$ cat src/rob_config_pkg.sv
////////////////////////////////////////
// size constants for the rename back end
// imported by the type package, the top level and the bench
////////////////////////////////////////

package rob_config_pkg;

	// architectural register file
	localparam int ARCH_REG_BITS = 5;
	localparam int NUM_ARCH      = 32;

	// physical register file, tags 0..127
	localparam int PHYS_TAG_BITS = 7;
	localparam int NUM_PHYS      = 128;

	// top level defaults, overridable per instance
	localparam int DEFAULT_ROB_DEPTH    = 16;
	localparam int DEFAULT_COMMIT_DEPTH = 2;

endpackage

$ cat src/rob_types_pkg.sv
////////////////////////////////////////
// shared data types for rename, ROB and commit
// modules import this inside their body
////////////////////////////////////////

package rob_types_pkg;

	import rob_config_pkg::*;

	typedef logic [ARCH_REG_BITS-1:0] arch_reg_t;
	typedef logic [PHYS_TAG_BITS-1:0] phys_tag_t;

	// free list bookkeeping, holds up to NUM_PHYS - NUM_ARCH tags
	typedef logic [PHYS_TAG_BITS-1:0] free_ptr_t;
	typedef logic [PHYS_TAG_BITS:0]   free_cnt_t;

	// one in-flight instruction, 20 bits
	typedef struct packed {
		arch_reg_t arch_reg;
		phys_tag_t tag;   // newly allocated
		phys_tag_t told;  // previous mapping, freed at commit
		logic      halt;
	} rob_entry_t;

endpackage
$ cat src/dispatch_if.sv
////////////////////////////////////////
// rename to ROB link, one entry per valid pulse
// credit pulses back once per freed ROB slot
////////////////////////////////////////

`timescale 1ns/1ps

interface dispatch_if ();

	import rob_types_pkg::*;

	logic      valid;
	arch_reg_t arch_reg;
	phys_tag_t tag;
	phys_tag_t told;
	logic      halt;
	logic      credit;

	modport producer (output valid, arch_reg, tag, told, halt, input credit);
	modport buffer   (input valid, arch_reg, tag, told, halt, output credit);

endinterface

$ cat src/retire_if.sv
////////////////////////////////////////
// ROB to commit stage link for retired entries
// credit pulses back when the commit queue pops
////////////////////////////////////////

`timescale 1ns/1ps

interface retire_if ();

	import rob_types_pkg::*;

	logic      valid;
	arch_reg_t arch_reg;
	phys_tag_t tag;
	phys_tag_t told;
	logic      halt;
	logic      credit;

	modport source (output valid, arch_reg, tag, told, halt, input credit);
	modport sink   (input valid, arch_reg, tag, told, halt, output credit);

endinterface

$ cat src/commit_stage.sv
////////////////////////////////////////
// commit queue behind the ROB
// valid/ready output, returns told tags to the free list
////////////////////////////////////////

`timescale 1ns/1ps

module commit_stage #(
	parameter int COMMIT_DEPTH = 2
) (
	input  logic                      clock,
	input  logic                      reset,
	retire_if.sink                    retire,
	output logic                      commit_valid,
	input  logic                      commit_ready,
	output rob_types_pkg::rob_entry_t commit_entry,
	output logic                      free_valid,
	output rob_types_pkg::phys_tag_t  free_tag
);

	import rob_types_pkg::*;

	localparam int PTR_BITS = (COMMIT_DEPTH > 1) ? $clog2(COMMIT_DEPTH) : 1;
	localparam int CNT_BITS = $clog2(COMMIT_DEPTH + 1);

	rob_entry_t          queue [COMMIT_DEPTH];
	logic [PTR_BITS-1:0] rd_ptr;
	logic [PTR_BITS-1:0] wr_ptr;
	logic [CNT_BITS-1:0] count;
	logic                pop;

	function automatic logic [PTR_BITS-1:0] wrap_inc(logic [PTR_BITS-1:0] ptr);
		return (ptr == PTR_BITS'(COMMIT_DEPTH - 1)) ? '0 : ptr + 1'b1;
	endfunction

	assign commit_valid = (count != '0);
	assign commit_entry = queue[rd_ptr];   // oldest entry, steady until popped
	assign pop          = commit_valid && commit_ready;
	assign free_valid   = pop;
	assign free_tag     = commit_entry.told;

	always_ff @(posedge clock)
	begin
		if (reset)
		begin
			rd_ptr        <= '0;
			wr_ptr        <= '0;
			count         <= '0;
			retire.credit <= 1'b0;
		end
		else
		begin
			if (retire.valid)
				wr_ptr <= wrap_inc(wr_ptr);
			if (pop)
				rd_ptr <= wrap_inc(rd_ptr);
			case ({retire.valid, pop})
				2'b10:   count <= count + 1'b1;
				2'b01:   count <= count - 1'b1;
				default: count <= count;
			endcase
			retire.credit <= pop;
		end
	end

	always_ff @(posedge clock)
	begin
		if (retire.valid)
		begin
			queue[wr_ptr].arch_reg <= retire.arch_reg;
			queue[wr_ptr].tag      <= retire.tag;
			queue[wr_ptr].told     <= retire.told;
			queue[wr_ptr].halt     <= retire.halt;
		end
	end

endmodule

$ cat src/rename_dispatch.sv
////////////////////////////////////////
// rename front end: free list, map table, dispatch credits
// accepts one instruction per cycle, registers it onto dispatch_if
////////////////////////////////////////

`timescale 1ns/1ps

module rename_dispatch #(
	parameter int ROB_DEPTH = 16
) (
	input  logic                      clock,
	input  logic                      reset,
	input  logic                      inst_valid,
	input  rob_types_pkg::arch_reg_t  inst_arch_reg,
	input  logic                      inst_halt,
	output logic                      inst_ready,
	input  logic                      free_valid,
	input  rob_types_pkg::phys_tag_t  free_tag,
	dispatch_if.producer              dispatch
);

	import rob_config_pkg::*;
	import rob_types_pkg::*;

	localparam int FREE_DEPTH  = NUM_PHYS - NUM_ARCH;
	localparam int CREDIT_BITS = $clog2(ROB_DEPTH + 1);

	phys_tag_t free_tags [FREE_DEPTH];
	free_ptr_t free_head;  // oldest free tag
	free_ptr_t free_tail;  // next slot for a returned tag
	free_cnt_t free_count;

	phys_tag_t map_table [NUM_ARCH];

	logic [CREDIT_BITS-1:0] credits;
	logic                   accept;

	function automatic free_ptr_t wrap_inc(free_ptr_t ptr);
		return (ptr == free_ptr_t'(FREE_DEPTH - 1)) ? '0 : ptr + 1'b1;
	endfunction

	assign inst_ready = (credits != '0) && (free_count != '0);
	assign accept     = inst_valid && inst_ready;

	////////////////////////////////////////
	// free list and map table
	////////////////////////////////////////

	always_ff @(posedge clock)
	begin
		if (reset)
		begin
			for (int i = 0; i < FREE_DEPTH; i++)
				free_tags[i] <= phys_tag_t'(NUM_ARCH + i);  // 32..127 in order
			for (int r = 0; r < NUM_ARCH; r++)
				map_table[r] <= phys_tag_t'(r);             // identity mapping
			free_head  <= '0;
			free_tail  <= '0;
			free_count <= free_cnt_t'(FREE_DEPTH);
		end
		else
		begin
			if (accept)
			begin
				map_table[inst_arch_reg] <= free_tags[free_head];
				free_head <= wrap_inc(free_head);
			end
			if (free_valid)
			begin
				free_tags[free_tail] <= free_tag;
				free_tail <= wrap_inc(free_tail);
			end
			case ({accept, free_valid})
				2'b10:   free_count <= free_count - 1'b1;
				2'b01:   free_count <= free_count + 1'b1;
				default: free_count <= free_count;
			endcase
		end
	end

	// ROB slot credits
	always_ff @(posedge clock)
	begin
		if (reset)
			credits <= CREDIT_BITS'(ROB_DEPTH);
		else
		begin
			case ({accept, dispatch.credit})
				2'b10:   credits <= credits - 1'b1;
				2'b01:   credits <= credits + 1'b1;
				default: credits <= credits;
			endcase
		end
	end

	////////////////////////////////////////
	// dispatch register
	////////////////////////////////////////

	always_ff @(posedge clock)
	begin
		if (reset)
			dispatch.valid <= 1'b0;
		else
			dispatch.valid <= accept;
	end

	always_ff @(posedge clock)
	begin
		if (accept)
		begin
			dispatch.arch_reg <= inst_arch_reg;
			dispatch.tag      <= free_tags[free_head];
			dispatch.told     <= map_table[inst_arch_reg];  // mapping before update
			dispatch.halt     <= inst_halt;
		end
	end

endmodule

$ cat src/reorder_buffer.sv
////////////////////////////////////////
// reorder buffer, program order entry store
// marks entries done from the CDB, retires the head in order
////////////////////////////////////////

`timescale 1ns/1ps

module reorder_buffer #(
	parameter int ROB_DEPTH    = 16,
	parameter int COMMIT_DEPTH = 2
) (
	input  logic                     clock,
	input  logic                     reset,
	input  logic                     cdb_valid,
	input  rob_types_pkg::phys_tag_t cdb_tag,
	dispatch_if.buffer               dispatch,
	retire_if.source                 retire
);

	import rob_types_pkg::*;

	localparam int PTR_BITS    = (ROB_DEPTH > 1) ? $clog2(ROB_DEPTH) : 1;
	localparam int CREDIT_BITS = $clog2(COMMIT_DEPTH + 1);

	rob_entry_t entries [ROB_DEPTH];
	logic [ROB_DEPTH-1:0] busy;
	logic [ROB_DEPTH-1:0] done;
	logic [PTR_BITS-1:0]  head;
	logic [PTR_BITS-1:0]  tail;

	logic [CREDIT_BITS-1:0] commit_credits;

	rob_entry_t           incoming;
	rob_entry_t           head_entry;
	logic [ROB_DEPTH-1:0] cdb_hit;
	logic                 arrive_hit;
	logic                 retire_now;

	function automatic logic [PTR_BITS-1:0] wrap_inc(logic [PTR_BITS-1:0] ptr);
		return (ptr == PTR_BITS'(ROB_DEPTH - 1)) ? '0 : ptr + 1'b1;
	endfunction

	always_comb
	begin
		incoming.arch_reg = dispatch.arch_reg;
		incoming.tag      = dispatch.tag;
		incoming.told     = dispatch.told;
		incoming.halt     = dispatch.halt;
	end

	assign head_entry = entries[head];
	assign arrive_hit = cdb_valid && (dispatch.tag == cdb_tag);  // same-cycle completion
	assign retire_now = busy[head] && done[head] && (commit_credits != '0);

	// tag match against every live entry
	always_comb
	begin
		for (int i = 0; i < ROB_DEPTH; i++)
			cdb_hit[i] = cdb_valid && busy[i] && (entries[i].tag == cdb_tag);
	end

	////////////////////////////////////////
	// control state
	////////////////////////////////////////

	always_ff @(posedge clock)
	begin
		if (reset)
		begin
			busy            <= '0;
			done            <= '0;
			head            <= '0;
			tail            <= '0;
			commit_credits  <= CREDIT_BITS'(COMMIT_DEPTH);
			retire.valid    <= 1'b0;
			dispatch.credit <= 1'b0;
		end
		else
		begin
			for (int i = 0; i < ROB_DEPTH; i++)
				if (cdb_hit[i])
					done[i] <= 1'b1;
			if (retire_now)
			begin
				busy[head] <= 1'b0;
				done[head] <= 1'b0;
				head       <= wrap_inc(head);
			end
			if (dispatch.valid)  // slot is free, credits guarantee it
			begin
				busy[tail] <= 1'b1;
				done[tail] <= arrive_hit;
				tail       <= wrap_inc(tail);
			end
			case ({retire_now, retire.credit})
				2'b10:   commit_credits <= commit_credits - 1'b1;
				2'b01:   commit_credits <= commit_credits + 1'b1;
				default: commit_credits <= commit_credits;
			endcase
			retire.valid    <= retire_now;
			dispatch.credit <= retire_now;  // freed slot back to rename
		end
	end

	// payload, no reset
	always_ff @(posedge clock)
	begin
		if (dispatch.valid)
			entries[tail] <= incoming;
		if (retire_now)
		begin
			retire.arch_reg <= head_entry.arch_reg;
			retire.tag      <= head_entry.tag;
			retire.told     <= head_entry.told;
			retire.halt     <= head_entry.halt;
		end
	end

endmodule

$ cat src/rob_subsystem.sv
////////////////////////////////////////
// top level of the retirement core
// rename -> ROB -> commit, plain ports for the bench
////////////////////////////////////////

`timescale 1ns/1ps

module rob_subsystem #(
	parameter int ROB_DEPTH    = rob_config_pkg::DEFAULT_ROB_DEPTH,
	parameter int COMMIT_DEPTH = rob_config_pkg::DEFAULT_COMMIT_DEPTH
) (
	input  logic                     clock,
	input  logic                     reset,
	input  logic                     inst_valid,
	output logic                     inst_ready,
	input  rob_types_pkg::arch_reg_t inst_arch_reg,
	input  logic                     inst_halt,
	input  logic                     cdb_valid,
	input  rob_types_pkg::phys_tag_t cdb_tag,
	output logic                     commit_valid,
	input  logic                     commit_ready,
	output rob_types_pkg::arch_reg_t commit_arch_reg,
	output rob_types_pkg::phys_tag_t commit_tag,
	output rob_types_pkg::phys_tag_t commit_told,
	output logic                     commit_halt
);

	import rob_types_pkg::*;

	rob_entry_t commit_entry;
	logic       free_valid;
	phys_tag_t  free_tag;

	dispatch_if dispatch_link ();
	retire_if   retire_link ();

	rename_dispatch #(
		.ROB_DEPTH (ROB_DEPTH)
	) i_rename (
		.clock         (clock),
		.reset         (reset),
		.inst_valid    (inst_valid),
		.inst_arch_reg (inst_arch_reg),
		.inst_halt     (inst_halt),
		.inst_ready    (inst_ready),
		.free_valid    (free_valid),
		.free_tag      (free_tag),
		.dispatch      (dispatch_link.producer)
	);

	reorder_buffer #(
		.ROB_DEPTH    (ROB_DEPTH),
		.COMMIT_DEPTH (COMMIT_DEPTH)
	) i_rob (
		.clock     (clock),
		.reset     (reset),
		.cdb_valid (cdb_valid),
		.cdb_tag   (cdb_tag),
		.dispatch  (dispatch_link.buffer),
		.retire    (retire_link.source)
	);

	commit_stage #(
		.COMMIT_DEPTH (COMMIT_DEPTH)
	) i_commit (
		.clock        (clock),
		.reset        (reset),
		.retire       (retire_link.sink),
		.commit_valid (commit_valid),
		.commit_ready (commit_ready),
		.commit_entry (commit_entry),
		.free_valid   (free_valid),
		.free_tag     (free_tag)
	);

	// commit output fields
	assign commit_arch_reg = commit_entry.arch_reg;
	assign commit_tag      = commit_entry.tag;
	assign commit_told     = commit_entry.told;
	assign commit_halt     = commit_entry.halt;

endmodule

$ cat config.mk
export PLATFORM = sky130hd
export DESIGN_NAME = rob_subsystem
export DESIGN_NICKNAME = d
export VERILOG_FILES = /design/src/rob_config_pkg.sv /design/src/rob_types_pkg.sv /design/src/dispatch_if.sv /design/src/retire_if.sv /design/src/commit_stage.sv /design/src/rename_dispatch.sv /design/src/reorder_buffer.sv /design/src/rob_subsystem.sv
export SDC_FILE = /design/constraint.sdc
export NUM_CORES = 2
export LEC_CHECK = 0
export BUFFER_PORTS_ARGS = -buffer_cell sky130_fd_sc_hd__buf_2
export CAP_MARGIN = 10
export CORE_MARGIN = 4
export CORE_UTILIZATION = 50
export CTS_CLUSTER_DIAMETER = 80
export DETAILED_ROUTE_END_ITERATION = 10
export MAX_ROUTING_LAYER = met4
export PLACE_DENSITY = 0.65
export SYNTH_ARGS = -nofsm -noshare
export SYNTH_HDL_FRONTEND = slang
export SYNTH_SLANG_ARGS = --single-unit
$ cat constraint.sdc
create_clock -name clock -period 4.65 [get_ports clock]
set_input_delay 0.2325 -clock clock [delete_from_list [all_inputs] [get_ports clock]]
set_output_delay 0.2325 -clock clock [all_outputs]
set_load 0.05 [all_outputs]
==> results.toml <==
[logic_synthesis]
yosysWarnings = 0
synthArstFlopShare_pct = 0
synth_top_family_by_area = "multiplexers"
yosys-mux-area-fraction_pct = 12.6
yosysSeqAreaShare_pct = 68.3
synth_fp_nets = 4799
synthSimpleGateAreaFrac_pct = 9.96
synth.avg_cell_area_um2 = 14.6
synth_area_mm2 = 0.0693
ys_seq_elements = 1604
synth_xor_area_share_pct = 1.83
yosysUniqueCellTypes = 63
synth_ff_type = "edfxtp_1"
synthAdderAreaFrac_pct = 0.509
synth_cells = 4754
synth_compound_area_share_pct = 3.93
synth-edff-count = 1520

[pwr]
total_leakage_power_nw = 24.1
power.density_mw_per_mm2 = 424
report.power.total_w = 0.0323
peakVddDrop_mv = 0.353

[placed_design]
place_area_mm2 = 0.0712
post-place-cells = 6386
place_congestion = 0.934
hpwlAfterDp_mm = 117
portBuffers = 39
dp_slack_ns = 0.818

[worst_setup_path]
crit_fanout = 44
endpoint_kind = "register"
crit_path_cell_trace = "buf_12, mux2i_1, a22oi_1, a41oi_1, o31ai_1, nand4_2, buf_4, nor2_1"
rr_worst_depth = 8
arrival_ns = 4.61
critical_path_class = "reg -> reg"
worst_setup_path_start_kind = "register"
cp_slowest_cell = "dfxtp_4"
max_stage_delay_ns = 0.89
cp.required_ns = 5.28

[floorplan]
ios = 40
start_util_pct = 50.4
coreArea_mm2 = 0.137
die-area_mm2 = 0.145
rows = 136
die_w_um = 380
die_h_um = 380

[timing]
min_period_over_period_pct = 85.6
finalCriticalPeriod_ns = 3.98
relSlewSlack_pct = 18.1
finalSetupViolCount = 0
worst_slew_pin_slew_ns = 1.23
slew_viol_final = 0
hold_viol_final = 0
fin_ws_ns = 0.670
fmax_ghz = 0.251
finalSetupTns_ns = 0
finClkSkew_ns = 0.0325
rsz0062_at_grt = "false"

[detailed_routing]
ant_nets = 0
firstDrtPassIters = 6
wl_per_cell_um = 27.0
wl_mm = 181
dr_total_vias = 41221
drc = 0
viasPerCell = 6.16
drt_iter0_drc = 5380

[final_layout]
final_nets = 4809
final_layout_size_suffix_gt1_share_pct = 14.3
stdcell_count = 6694
stdcell_area_mm2 = 0.0763
reg_top3 = "i_rename.free_tags (896), i_rob.entries (320), i_rename.map_table (224)"
area_growth_pct = 10.2
largest_register = "i_rename.free_tags"
largest_reg_flops = 896

[grt]
grt_pass1_wl_mm = 269
grt_overflow = 0
track_usage_pct = 25.6
grt_pass1_vias = 40515
grt_max_degree = 98
antenna_found_initial = 4

[run]
maxCapViolCount = 0

[status]
status = "finished clean"

[hold_path]
worstHoldPathType = "in -> reg"
worstHoldPathCells = 4

[clock_tree]
clk_latency_ns = 0.78
cts-root-buf = "clkbuf_16"
cts_tree = "built"
clk_pin_slew_worst_paths_ns = 0.06
cts_buffers = 164
cts.sinks = 1604
postCtsResizedCells = 0
clock_path_buffers = 3
ctsHtreeMaxLevel = 4
cts_setup_buffers = 0
holdBufCountCts = 6
[synthesized netlist by cell type, types with 45 or more instances]
master | number | area (um2)
edfxtp_1 | 1520 | 45600
nand2_1 | 750 | 2820
nor2_1 | 624 | 2340
mux2i_1 | 251 | 2510
mux4_2 | 248 | 5590
clkbuf_1 | 189 | 709
xor2_1 | 132 | 1160
a22oi_1 | 130 | 976
o21ai_0 | 99 | 495
nor3_1 | 85 | 425
dfxtp_1 | 84 | 1680
a21oi_1 | 56 | 280
o22ai_1 | 52 | 325
buf_1 | 45 | 169
inv_1 | 45 | 169
[layer usage]
metal  up-vias  GRT usage (%)  share of wire [%]
met2      2090           39.3                 47
met4         0           7.32                2.8
met1     20949           35.7                 41
li1      17847              -                  -
met3       335           4.35                8.9
met5         -              -                  0
[final timing paths]
path | from | endpoint | slack (ns)
worst max-delay path | register | i_rename.map_table[30][0] | 0.67
worst min-delay path | commit_ready | i_commit.retire.credit | 0.06
worst max register to register | register | i_rename.map_table[30][0] | 0.67
worst min register to register | i_rob.retire.told[0] | i_commit.queue[0][1] | 0.45
[where the power goes]
group / switching (W) / internal (W)
logic: 0.00182 / 0.00113
registers: 0.000396 / 0.0164
clock network: 0.00551 / 0.00712
total: 0.00772 / 0.0246
[worst max-delay path, delay by kind of cell (launching register included)]
family                 cells  cell delay, ns
buffers and inverters      2            0.77
flip-flops                 1            0.89
AO/OA/AOI/OAI              3            1.34
AND/OR/NAND/NOR            2            0.52
multiplexers               1            0.19
[stage by stage]
step	utilization, %	hold slack, ns
6_report	55.5	0.0625
5_1_grt	55.5	0.0739
4_1_cts	55.5	0.0267
3_5_place_dp	51.8	0.411
3_3_place_gp	51.8	0.420
2_1_floorplan	-	0.331
[cells in the final DEF (no fill, tap or decap), types with 25 or more instances in the layout]
cell type	instances
mux4_2	248
inv_1	45
nor2_1	620
o22ai_1	52
clkinv_2	35
clkbuf_1	33
nand2_1	750
edfxtp_1	1520
xor2_1	132
dfxtp_1	76
buf_2	37
a21oi_1	56
a22oi_1	130
o21ai_0	98
clkbuf_16	170
nor4_1	40
nand3_1	41
ha_1	25
buf_4	105
mux2i_1	244
clkinv_1	38
nor3_1	82
[cell families (layout without fill, tap and decap cells)]
logic type | Yosys count | in the layout
and+or+nand+nor | 1658 | 1658
AOI/OAI and AO/OA | 421 | 421
buffers and inverters | 366 | 510
other | 0 | 2
xor gates and xnor gates | 145 | 145
adders and majority gates | 27 | 27
DFF | 1604 | 1604
muxes | 533 | 533
[cell type report]
type,instances,area (um2)
well taps,1794,2240
multi-input cells,2784,20100
diodes,2,5.00
flip-flops and latches,1604,47300
inverters,48,185
repair buffers,162,1310
clock buffers,206,4420
clock inverters,94,684
fillers,10943,61200
(Power assumes the default switching activity.)
